$ cat config.mk
export PLATFORM = sky130hd
export DESIGN_NAME = fp_round_pack_flat
export DESIGN_NICKNAME = d
export VERILOG_FILES = /design/src/rtl/tay_exp_pkg.sv /design/src/rtl/fp_result_if.sv /design/src/rtl/fp_round_pack.sv /design/src/flat_wrapper.sv
export SDC_FILE = /design/constraint.sdc
export NUM_CORES = 1
export LEC_CHECK = 0
export BUFFER_PORTS_ARGS = -buffer_cell sky130_fd_sc_hd__buf_4
export CAP_MARGIN = 20
export CORE_MARGIN = 1.5
export CORE_UTILIZATION = 23
export DETAILED_ROUTE_END_ITERATION = 10
export PLACE_DENSITY = 0.49
export SLEW_MARGIN = 25
export SYNTH_ARGS = -nofsm -noshare
export SYNTH_HDL_FRONTEND = slang
export SYNTH_SLANG_ARGS = --single-unit
$ cat constraint.sdc
create_clock -name vclk -period 4.2
set_clock_uncertainty 0.05 [all_clocks]
set_input_delay 0.84 -clock vclk [all_inputs]
set_output_delay 0.84 -clock vclk [all_outputs]
set_load 0.02 [all_outputs]
$ cat src/rtl/tay_exp_pkg.sv
// shared widths, float types and series constants for the taylor e^x engine
package tay_exp_pkg;

	//////////////////////////////
	// float format 1-8-7
	//////////////////////////////

	localparam int FP_W     = 16;
	localparam int EXP_W    = 8;
	localparam int FRAC_W   = 7;
	// mantissa incl. hidden bit
	localparam int MANT_W   = FRAC_W + 1;
	// mantissa + guard, round, sticky
	localparam int GRS_W    = MANT_W + 3;
	localparam int EXP_BIAS = 127;

	// approximation level, 1..7
	localparam int LEVEL_W  = 3;

	//////////////////////////////
	// types
	//////////////////////////////

	typedef logic [FP_W-1:0]    fp_t;
	typedef logic [GRS_W-1:0]   mant_ext_t;
	typedef logic [LEVEL_W-1:0] level_t;

	//////////////////////////////
	// constants
	//////////////////////////////

	// 1.0: exponent equal to the bias, empty fraction
	localparam fp_t FP_ONE = 16'h3F80;

	// 1/k! for k = 2..7, rounded to nearest even
	// entry n holds 1/(n+2)!
	localparam fp_t RECIP_FACT [0:5] = '{
		16'h3F00,	// 1/2
		16'h3E2B,	// 1/6
		16'h3D2B,	// 1/24
		16'h3C09,	// 1/120
		16'h3AB6,	// 1/720
		16'h3950	// 1/5040
	};

endpackage

$ cat src/rtl/fp_result_if.sv
// unrounded unit result with guard bits, carried from an arithmetic unit to the rounder
`timescale 1ns/100ps

interface fp_result_if import tay_exp_pkg::*; (
	input logic clk,
	input logic rst
);

	// one-cycle strobe
	logic             valid;
	logic             sign;
	logic [EXP_W-1:0] exp;
	// hidden bit, fraction, then g/r/s
	mant_ext_t        mant;

	modport unit (output valid, sign, exp, mant);
	// clk/rst only for checks on the rounder side
	modport round (input clk, rst, valid, sign, exp, mant);

endinterface

$ cat src/rtl/fp_round_pack.sv
// result select, round to nearest even and packing into a 16-bit float
`timescale 1ns/100ps

module fp_round_pack import tay_exp_pkg::*; (
	fp_result_if.round add_res,
	fp_result_if.round mul_res,
	output fp_t  rounded_o,
	output logic rounded_valid_o
);

	logic             sel_sign;
	logic [EXP_W-1:0] sel_exp;
	mant_ext_t        sel_mant;
	logic             rnd_up;
	logic [MANT_W:0]  mant_rnd;
	logic [EXP_W-1:0] exp_out;
	logic [FRAC_W-1:0] frac_out;

	// whichever unit finished this cycle
	assign sel_sign = add_res.valid ? add_res.sign : mul_res.sign;
	assign sel_exp  = add_res.valid ? add_res.exp  : mul_res.exp;
	assign sel_mant = add_res.valid ? add_res.mant : mul_res.mant;

	// g & (r | s | lsb), ties go to even
	assign rnd_up   = sel_mant[2] & (sel_mant[1] | sel_mant[0] | sel_mant[3]);
	assign mant_rnd = {1'b0, sel_mant[GRS_W-1 -: MANT_W]} + (MANT_W+1)'(rnd_up);

	// 1.111.. + ulp wraps to 10.000.., bump exponent
	assign exp_out  = mant_rnd[MANT_W] ? sel_exp + 1'b1 : sel_exp;
	assign frac_out = mant_rnd[MANT_W] ? mant_rnd[FRAC_W:1] : mant_rnd[FRAC_W-1:0];

	assign rounded_o       = {sel_sign, exp_out, frac_out};
	assign rounded_valid_o = add_res.valid || mul_res.valid;

	// the sequencer keeps a single operation in flight
	a_one_valid: assert property (@(posedge add_res.clk) disable iff (add_res.rst)
		!(add_res.valid && mul_res.valid));

endmodule

$ cat src/flat_wrapper.sv
// flat-port wrapper written by rule: the top's interface ports become plain ports
module fp_round_pack_flat import tay_exp_pkg::*;
  (rounded_o, rounded_valid_o, clk, rst, add_res_valid, add_res_sign, add_res_exp, add_res_mant, mul_res_valid, mul_res_sign, mul_res_exp, mul_res_mant);
  fp_result_if add_res_i (.clk(clk), .rst(rst));
  fp_result_if mul_res_i (.clk(clk), .rst(rst));
  output fp_t rounded_o;
  output logic rounded_valid_o;
  input wire logic clk;
  input wire logic rst;
  input wire logic [$bits(add_res_i.valid)-1:0] add_res_valid;
  input wire logic [$bits(add_res_i.sign)-1:0] add_res_sign;
  input wire logic [$bits(add_res_i.exp)-1:0] add_res_exp;
  input wire logic [$bits(add_res_i.mant)-1:0] add_res_mant;
  input wire logic [$bits(mul_res_i.valid)-1:0] mul_res_valid;
  input wire logic [$bits(mul_res_i.sign)-1:0] mul_res_sign;
  input wire logic [$bits(mul_res_i.exp)-1:0] mul_res_exp;
  input wire logic [$bits(mul_res_i.mant)-1:0] mul_res_mant;
  assign add_res_i.valid = add_res_valid;
  assign add_res_i.sign = add_res_sign;
  assign add_res_i.exp = add_res_exp;
  assign add_res_i.mant = add_res_mant;
  assign mul_res_i.valid = mul_res_valid;
  assign mul_res_i.sign = mul_res_sign;
  assign mul_res_i.exp = mul_res_exp;
  assign mul_res_i.mant = mul_res_mant;
  fp_round_pack u_core (.add_res(add_res_i), .mul_res(mul_res_i), .rounded_o(rounded_o), .rounded_valid_o(rounded_valid_o));
endmodule
==> impl_metrics.env <==
export IMPL_status="complete, no violations"
export IMPL_min_period_ps=3680
export IMPL_io_pins=61
export IMPL_netlist_instances=95
export IMPL_seq_cells=0
export IMPL_cts_resized=0
export IMPL_finalNetCount=197
export IMPL_yosysSeqAreaShare_pct=0
export IMPL_drtAntennaViolNets=0
export IMPL_intPower_uw=69.43
export IMPL_final_core_util_pct=39.27
export IMPL_power_clock_fraction_pct=0
export IMPL_worstSetupStartpointType="input port"
export IMPL_p_per_area_nw_per_um2=109.9
export IMPL_synthToLayoutAreaGrowth_pct=61.27
export IMPL_highest_layer="met3"
export IMPL_final_setup_tns_ps=0
export IMPL_antenna_cells=0
export IMPL_portBuffers=59
export IMPL_vdd_ir_drop_worst_mv=0.03793
export IMPL_drc=0
export IMPL_netlist_area_um2=749.5
export IMPL_yosysMostFrequentCell="o21ai_0"
export IMPL_overflow=0
export IMPL_syn_avg_cell_area_um2=7.889
export IMPL_rsz0062_at_grt="false"
export IMPL_via_count=908
export IMPL_fmax_ghz=0.2717
export IMPL_synth_top_area_cell="mux2i_1"
export IMPL_tightest_slew_ps=427.2
export IMPL_viasPerCell=4.705
export IMPL_p_total_uw=132.8
export IMPL_die_w_um=60.09
export IMPL_end_kind="output pin"
export IMPL_grt_max_degree=34
export IMPL_hold_buffers=0
export IMPL_cp_max_fo=6
export IMPL_ys_warn_count=0
export IMPL_p_switching_uw=63.36
export IMPL_core_area_um2=3078
export IMPL_setup_violations_final=0
export IMPL_place_gp_congestion=0.7256
export IMPL_combPwrFrac_pct=100.0
export IMPL_cap_violations=0
export IMPL_switching_share_pct=47.72
export IMPL_final_max_slew_viol_count=0
export IMPL_synth_top_cell_area_share_pct=9.349
export IMPL_synth_top_cells_by_area="mux2i_1, mux2_2, xor2_1, o21ai_0, xnor2_1"
export IMPL_finalHoldViolations=0
export IMPL_rows=20
export IMPL_drt_iter0_markers=18
export IMPL_fillers=340
export IMPL_hpwl_um=1930
export IMPL_cp_arrival_ps=2790
export IMPL_first_pass_iters=4
export IMPL_seqCellArea_um2=0
export IMPL_postCtsSetupBuffers=0
export IMPL_dieHeight_um=60.09
export IMPL_grt_pass1_wl_um=3774
export IMPL_maxSlewHeadroom_pct=71.52
export IMPL_pwr_share_seq_pct=0
export IMPL_syn_nets=141
export IMPL_period_share_pct=87.62
export IMPL_ys_top_cells_by_count="o21ai_0, nand2_1, mux2i_1, nand3_1"
export IMPL_drive_gt1_share_pct=50.34
export IMPL_drt_total_wl_um=2271
export IMPL_criticalPathCategory="input port to output pin"
export IMPL_wl_met1_um=977
export IMPL_routedWlPerCell_um=11.77
export IMPL_grt_pass1_vias=920
export IMPL_critPathRequiredTime_ps=3310
export IMPL_grt_usage_pct=12.79
export IMPL_multiInputGateArea_um2=699.4
export IMPL_synth_lib_cells_used_distinct=37
export IMPL_wl_met3_um=132
export IMPL_grt_antenna_before_repair=0
export IMPL_die_area_um2=3610
export IMPL_clkbuf_count=0
export IMPL_start_util_pct=24.35
export IMPL_met2WireLength_um=1161
export IMPL_p_leak_uw=0.0005558
export IMPL_min_path_type="input port to output pin"
## critical path, stage by stage
cell	delay (ps)
buf_4	140
o21ai_0	220
ha_1	330
nand4_1	160
a22oi_1	420
nand2b_2	190
mux2_4	330
buf_4	160
## logic make-up after synthesis
family	Yosys count	synth area share, %
AO/OA/AOI/OAI	26	26.05
XOR/XNOR	11	12.85
adder cells (fa/ha/maj)	2	3.338
buffers and inverters	7	6.675
multiplexers	14	20.37
AND/OR/NAND/NOR	35	30.72
## power groups by stage
| stage | clock network, uW | logic [uW] | registers (uW) |
|---|---|---|---|
| 4_1_cts | 0 | 134 | 0 |
| 3_3_place_gp | 0 | 132 | 0 |
| 5_1_grt | 0 | 144 | 0 |
| 3_5_place_dp | 0 | 133 | 0 |
| 6_report | 0 | 133 | 0 |
| 2_1_floorplan | 0 | 70.8 | 0 |
## area by class of cell
| cell class | instances | share of cell area, % |
|---|---|---|
| multi-input combinational | 88 | 57.87 |
| timing repair buffer | 60 | 37.27 |
| tap | 44 | 4.555 |
| inverter | 1 | 0.3106 |
## layout by cell type (no fill, tap or decap), types with 2 or more instances in the layout
cell	count
a32o_1	2
nand4_1	2
o21ai_0	10
a21oi_1	5
xnor2_1	5
and2_1	3
mux2i_1	7
xor2_1	6
buf_4	60
nand3_1	7
ha_1	2
nor3_1	2
o2111ai_1	2
mux2_2	6
o211ai_1	3
nor2b_1	2
nand2_1	8
## path summary, 6_finish.rpt
path | start | end | slack, ps | depth (start not counted)
hold / removal | mul_res_valid | rounded_valid_o | 1910 | 3
setup / recovery | add_res_valid | rounded_o[8] | 520 | 8
## routing by layer
layer | vias to the layer above | global-route usage, %
li1 | 464 | -
met1 | 408 | 16.07
met2 | 36 | 25.16
met3 | 0 | 0
met4 | 0 | 0.6349
met5 | - | 0
## per-stage QoR
| stage | setup slack (ps) | hold WS (ps) | instances | area [um^2] |
|---|---|---|---|---|
| after floorplan | 264.7 | 1770 | 95 | 749.5 |
| after global placement | 488.6 | 1911 | 193 | 1209 |
| after detailed placement | 460.8 | 1914 | 193 | 1209 |
| after CTS | 454.3 | 1914 | 193 | 1209 |
| after global routing | 261.6 | 1927 | 193 | 1209 |
| final | 519.9 | 1912 | 193 | 1209 |
Note: power is estimated with default switching activity, not from simulation.
