**config.mk**
```make
export PLATFORM = sky130hd
export DESIGN_NAME = tay_exp_sequencer
export DESIGN_NICKNAME = d
export VERILOG_FILES = /design/src/rtl/tay_exp_pkg.sv /design/src/rtl/tay_exp_sequencer.sv
export SDC_FILE = /design/constraint.sdc
export NUM_CORES = 1
export LEC_CHECK = 0
export BUFFER_PORTS_ARGS = -buffer_cell sky130_fd_sc_hd__buf_2
export CORE_MARGIN = 4
export CORE_UTILIZATION = 43
export DETAILED_ROUTE_END_ITERATION = 10
export GPL_TIMING_DRIVEN = 0
export PLACE_DENSITY = 0.73
export SETUP_SLACK_MARGIN = 0.3
export SLEW_MARGIN = 5
export SYNTH_ARGS = -nofsm -noshare
export SYNTH_HDL_FRONTEND = slang
export SYNTH_SLANG_ARGS = --single-unit
```
**constraint.sdc**
```tcl
create_clock -name clk -period 3.3 [get_ports clk]
set_clock_uncertainty 0.15 [all_clocks]
set_input_delay 0.66 -clock clk [delete_from_list [all_inputs] [get_ports clk]]
set_output_delay 0.66 -clock clk [all_outputs]
set_load 0.03 [all_outputs]
```
**src/rtl/tay_exp_pkg.sv**
```systemverilog
// shared widths, float types and series constants for the taylor e^x engine
package tay_exp_pkg;

	//////////////////////////////
	// float format 1-8-7
	//////////////////////////////

	localparam int FP_W     = 16;
	localparam int EXP_W    = 8;
	localparam int FRAC_W   = 7;
	// mantissa incl. hidden bit
	localparam int MANT_W   = FRAC_W + 1;
	// mantissa + guard, round, sticky
	localparam int GRS_W    = MANT_W + 3;
	localparam int EXP_BIAS = 127;

	// approximation level, 1..7
	localparam int LEVEL_W  = 3;

	//////////////////////////////
	// types
	//////////////////////////////

	typedef logic [FP_W-1:0]    fp_t;
	typedef logic [GRS_W-1:0]   mant_ext_t;
	typedef logic [LEVEL_W-1:0] level_t;

	//////////////////////////////
	// constants
	//////////////////////////////

	// 1.0: exponent equal to the bias, empty fraction
	localparam fp_t FP_ONE = 16'h3F80;

	// 1/k! for k = 2..7, rounded to nearest even
	// entry n holds 1/(n+2)!
	localparam fp_t RECIP_FACT [0:5] = '{
		16'h3F00,	// 1/2
		16'h3E2B,	// 1/6
		16'h3D2B,	// 1/24
		16'h3C09,	// 1/120
		16'h3AB6,	// 1/720
		16'h3950	// 1/5040
	};

endpackage

```
**src/rtl/tay_exp_sequencer.sv**
```systemverilog
// taylor series FSM that issues add/mul steps for e^x and holds the final result until acked
`timescale 1ns/100ps

module tay_exp_sequencer import tay_exp_pkg::*; (
	input  logic   clk,
	input  logic   rst,
	input  logic   valid_i,
	input  level_t level_i,
	input  fp_t    op_i,
	input  logic   result_ack_i,
	input  fp_t    rounded_i,
	input  logic   rounded_valid_i,
	output fp_t    op_a_o,
	output fp_t    op_b_o,
	output logic   issue_add_o,
	output logic   issue_mul_o,
	output fp_t    result_o,
	output logic   result_valid_o,
	output logic   ready_o
);

	typedef enum logic [1:0] {IDLE, ITER, DONE} seq_state_t;
	typedef enum logic [1:0] {PWR, FACT, SUM} iter_step_t;

	seq_state_t ss, ss_next;
	iter_step_t step, step_next;
	level_t     iter_r, iter_next;
	level_t     level_r, level_next;
	fp_t        x_r, x_next;
	fp_t        pwr_r, pwr_next;
	fp_t        sum_r, sum_next;
	fp_t        result_next;
	logic       result_valid_next;
	logic       accept;

	// requests only taken from IDLE
	assign accept  = valid_i && (ss == IDLE);
	assign ready_o = (ss == IDLE) || result_valid_o;

	//////////////////////////////
	// registers
	//////////////////////////////

	always_ff @(posedge clk)
	begin
		if (rst)
		begin
			ss             <= IDLE;
			step           <= PWR;
			iter_r         <= '0;
			result_o       <= '0;
			result_valid_o <= 1'b0;
		end
		else
		begin
			ss             <= ss_next;
			step           <= step_next;
			iter_r         <= iter_next;
			result_o       <= result_next;
			result_valid_o <= result_valid_next;
		end
	end

	// series operands
	always_ff @(posedge clk)
	begin
		x_r     <= x_next;
		pwr_r   <= pwr_next;
		sum_r   <= sum_next;
		level_r <= level_next;
	end

	//////////////////////////////
	// next state and issue
	//////////////////////////////

	always_comb
	begin
		ss_next           = ss;
		step_next         = step;
		iter_next         = iter_r;
		level_next        = level_r;
		x_next            = x_r;
		pwr_next          = pwr_r;
		sum_next          = sum_r;
		result_next       = result_o;
		result_valid_next = result_valid_o;
		op_a_o            = '0;
		op_b_o            = '0;
		issue_add_o       = 1'b0;
		issue_mul_o       = 1'b0;
		case (ss)
			IDLE:
			begin
				if (accept)
				begin
					// first op is 1 + x
					op_a_o      = FP_ONE;
					op_b_o      = op_i;
					issue_add_o = 1'b1;
					x_next      = op_i;
					pwr_next    = op_i;
					level_next  = level_i;
					iter_next   = 3'd1;
					step_next   = PWR;
					ss_next     = ITER;
				end
			end
			ITER:
			begin
				if (rounded_valid_i && (iter_r == level_r))
				begin
					result_next       = rounded_i;
					result_valid_next = 1'b1;
					ss_next           = DONE;
				end
				else if (rounded_valid_i)
				begin
					case (step)
						PWR:
						begin
							// store partial sum and form x^(i+1) = x * x^i
							sum_next    = rounded_i;
							op_a_o      = x_r;
							op_b_o      = pwr_r;
							issue_mul_o = 1'b1;
							step_next   = FACT;
						end
						FACT:
						begin
							// term = x^(i+1) / (i+1)!
							pwr_next    = rounded_i;
							op_a_o      = rounded_i;
							op_b_o      = RECIP_FACT[iter_r - 3'd1];
							issue_mul_o = 1'b1;
							step_next   = SUM;
						end
						default:
						begin
							op_a_o      = rounded_i;
							op_b_o      = sum_r;
							issue_add_o = 1'b1;
							iter_next   = iter_r + 3'd1;
							step_next   = PWR;
						end
					endcase
				end
			end
			default:
			begin
				// hold result until acked
				if (result_ack_i)
				begin
					result_valid_next = 1'b0;
					ss_next           = IDLE;
				end
			end
		endcase
	end

	a_level_nz: assert property (@(posedge clk) disable iff (rst)
		accept |-> (level_i != '0));

	// at most one operation in flight at a time
	a_one_in_flight: assert property (@(posedge clk) disable iff (rst)
		(issue_add_o || issue_mul_o) |=> !(issue_add_o || issue_mul_o));

endmodule

```
==> results.cfg <==
[clock_network]
cts.path.max_buffers = 2
htree_levels = 3
insertion_delay_ns = 0.34
cts_root_buffer = clkbuf_8
path_clk_slew_ns = 0.07
ctsHoldBuffers = 0
tritoncts = done
cts.sink_count = 75
numCtsBuffers = 9

[sta]
hold_viol = 0
layout_min_cycle_time_ns = 2.96
slew_headroom_pct = 47.1
setup_viol = 0
fin_crit_sh_pct = 89.7
rsz0062_at_grt = yes
hold_ws_ns = 0.339
tightest_slew_ns = 0.794
slew_violations = 0
fmax_ghz = 0.338

[synthesis]
synthArstFlopShare_pct = 0
yosysTopAreaCell = edfxtp_1
syn_area_per_cell_um2 = 10.2
synth_compound_area_share_pct = 12.7
synth_edf_count = 51
synth_fp_nets = 391
seq_area_frac_synth_pct = 57.2
netlist_area_um2 = 3520
synth_common_cells = nand2_1 (85), edfxtp_1 (51), nor2_1 (32)
synth_mux_area_share_pct = 7.69
synthDominantCellAreaShare_pct = 43.6
yosysWarnings = 0
ys_types = 40
ys.flop_type = edfxtp_1
synth-seq-cells = 75
yosys-top-cells-area = edfxtp_1 (44%), dfxtp_1 (14%), nand2_1 (9.1%), mux2i_1 (7.7%), nor2_1 (3.4%)
synthAdderAreaFrac_pct = 1.78
synth_most_common_cell = nand2_1
synth_xor_area_share_pct = 0.996
synthSimpleGateAreaFrac_pct = 15.6
syn_inst = 346
synth_top_family_by_area = simple AND/OR/NAND/NOR gates

[detailed_routing]
vias = 3051
viasPerCell = 5.44
wl_per_cell_um = 18.1
ant_nets = 0
drc = 0
drt_wl_total_um = 10200
drt_iter0_markers = 302
dr.pass1.iters = 5

[global_route]
grt_use_total_pct = 21.4
gr-total-overflow = 0
antenna_found_initial = 0
grt_pass1_vias = 3099
grt_max_degree = 29
grt_pass1_wl_um = 16000

[placed_design]
place.gp.congestion = 0.906
post-place-cells = 541
hpwl_um = 6850
portBuffers = 91

[worst_setup_path]
critPathRequiredTime_ns = 2.49
crit_path_cell_trace = buf_2 > xor2_2 > o311ai_4 > buf_4 > o21ai_1 > buf_2
slowest_delay_ns = 0.50
worst-endpoint-arrival_ns = 2.15
cpMostUsedCell = buf_2
reg2regPathDepth = 6
crit_type = reg -> out
r2r_start = ss[0]$_SDFFE_PP0P_
worstPathMaxFanout = 10
rrSetupSlack_ns = 0.97
worst_setup_path_end_kind = output pin
cp-start-kind = flop
r2r_end = pwr_r[1]$_DFFE_PP_
crit_path_top_delay_cell = o311ai_4

[floorplan]
coreArea_um2 = 7850
die_w_um = 98.4
rows = 32
dieHeight_um = 98.4
initial_utilization_pct = 44.8
die_area_um2 = 9690
top_level_ports = 92

[finish]
syn_to_final_growth_pct = 27.1
drive_gt1_share_pct = 30.3
nNetsFinal = 499
antennaDiodeCount = 0
fin_cells = 561

[worst_hold_path]
whs_path_depth = 1
holdPathEnd = level_r[0]$_DFFE_PP_
holdCritPathClass = in -> reg
worstHoldStart = level_i[0]

[status]
status = finished clean

[flow_run]
drv_cap = 0

[power]
p_leak_nw = 1.94
power_density_nw_per_um2 = 510
max-vdd-ir-drop_mv = 0.235
[sequential cells by signal (all words and copies together), names as in the netlist]
signal	count
ss	2
level_r	3
result_o	16
x_r	16
sum_r	16
step	2
pwr_r	16
result_valid_o	1
iter_r	3
[layout make-up]
class	count	area (um^2)
Clock buffer	11	131
Buffer	23	126
Inverter	9	33.8
Sequential cell	75	2020
Fill cell	708	3380
Tap cell	102	128
Timing Repair Buffer	97	520
Clock inverter	5	77.6
Multi-Input combinational cell	239	1430
[what timing repair did]
action                                  CTS  global route
gates cloned                              0             0
setup buffers                             2             2
gates resized for setup                  12            17
endpoints found under the setup margin   32            24
hold endpoints to repair                  0             0
pin swaps                                 1             4
[where the power goes]
| group | internal (mW) | switching, mW |
|---|---|---|
| clock network | 0.424 | 0.340 |
| registers | 1.07 | 0.0176 |
| logic | 0.140 | 0.290 |
| total | 1.63 | 0.647 |
[routing by layer]
metal / vias to the layer above / global-route usage [%] / part of all wire (%)
met3: 17 / 4.03 / 7.7
met5: - / 0 / 0
met1: 1454 / 28.7 / 42
met2: 151 / 33.6 / 49
met4: 0 / 9.77 / 2.0
li1: 1429 / - / -
[metrics by stage]
| step | area [um^2] | setup WS (ns) | setup TNS (ns) | total power [mW] | utilization (%) |
|---|---|---|---|---|---|
| after floorplan | 3520 | 0.366 | 0 | 1.36 | - |
| after global placement | 4100 | -0.182 | -2.01 | 1.49 | 52.2 |
| after detailed placement | 4140 | 0.218 | 0 | 1.51 | 52.7 |
| after CTS | 4400 | 0.316 | 0 | 2.27 | 56.0 |
| after global routing | 4470 | 0.237 | 0 | 2.37 | 56.9 |
| final | 4470 | 0.341 | 0 | 2.28 | 56.9 |
[worst max-delay path by stage]
stage | to | cells after the start | start | slack, ns
2_1_floorplan | op_b_o[8] | 9 | iter_r[0]$_SDFFE_PP0P_ | 0.37
3_3_place_gp | op_b_o[4] | 7 | valid_i | -0.18
3_5_place_dp | op_b_o[8] | 10 | iter_r[0]$_SDFFE_PP0P_ | 0.22
4_1_cts | op_a_o[4] | 6 | step[1]$_SDFFE_PP0P_ | 0.32
5_1_grt | op_b_o[10] | 7 | ss[0]$_SDFFE_PP0P_ | 0.24
6_report | op_a_o[12] | 6 | iter_r[2]$_SDFFE_PP0P_ | 0.34
[layout by cell type (no fill, tap or decap), drive strengths merged, types with 3 or more instances in the layout]
cell,n
a22oi,3
nand2b,6
mux2i,27
clkbuf,24
a21oi,23
dfxtp,24
o21ai,23
ha,5
edfxtp,51
inv,9
xor2,3
a221oi,3
o22ai,3
nor2,32
nand2,85
clkinv,3
buf,107
[logic make-up (layout without fill, tap and decap cells)]
group,after synthesis,count (layout)
AOI/OAI and AO/OA,69,69
xor gates and xnor gates,4,4
adders and majority gates,5,5
buffers and inverters,32,145
DFF,75,75
muxes,27,27
and+or+nand+nor,134,134
[critical path: cells and delay by family (launching register included)]
kind / cells / cell delay (ns)
AOI/OAI and AO/OA: 2 / 0.60
DFF: 1 / 0.30
xor gates and xnor gates: 1 / 0.22
buffers and inverters: 3 / 0.69
(Power assumes the default switching activity.)
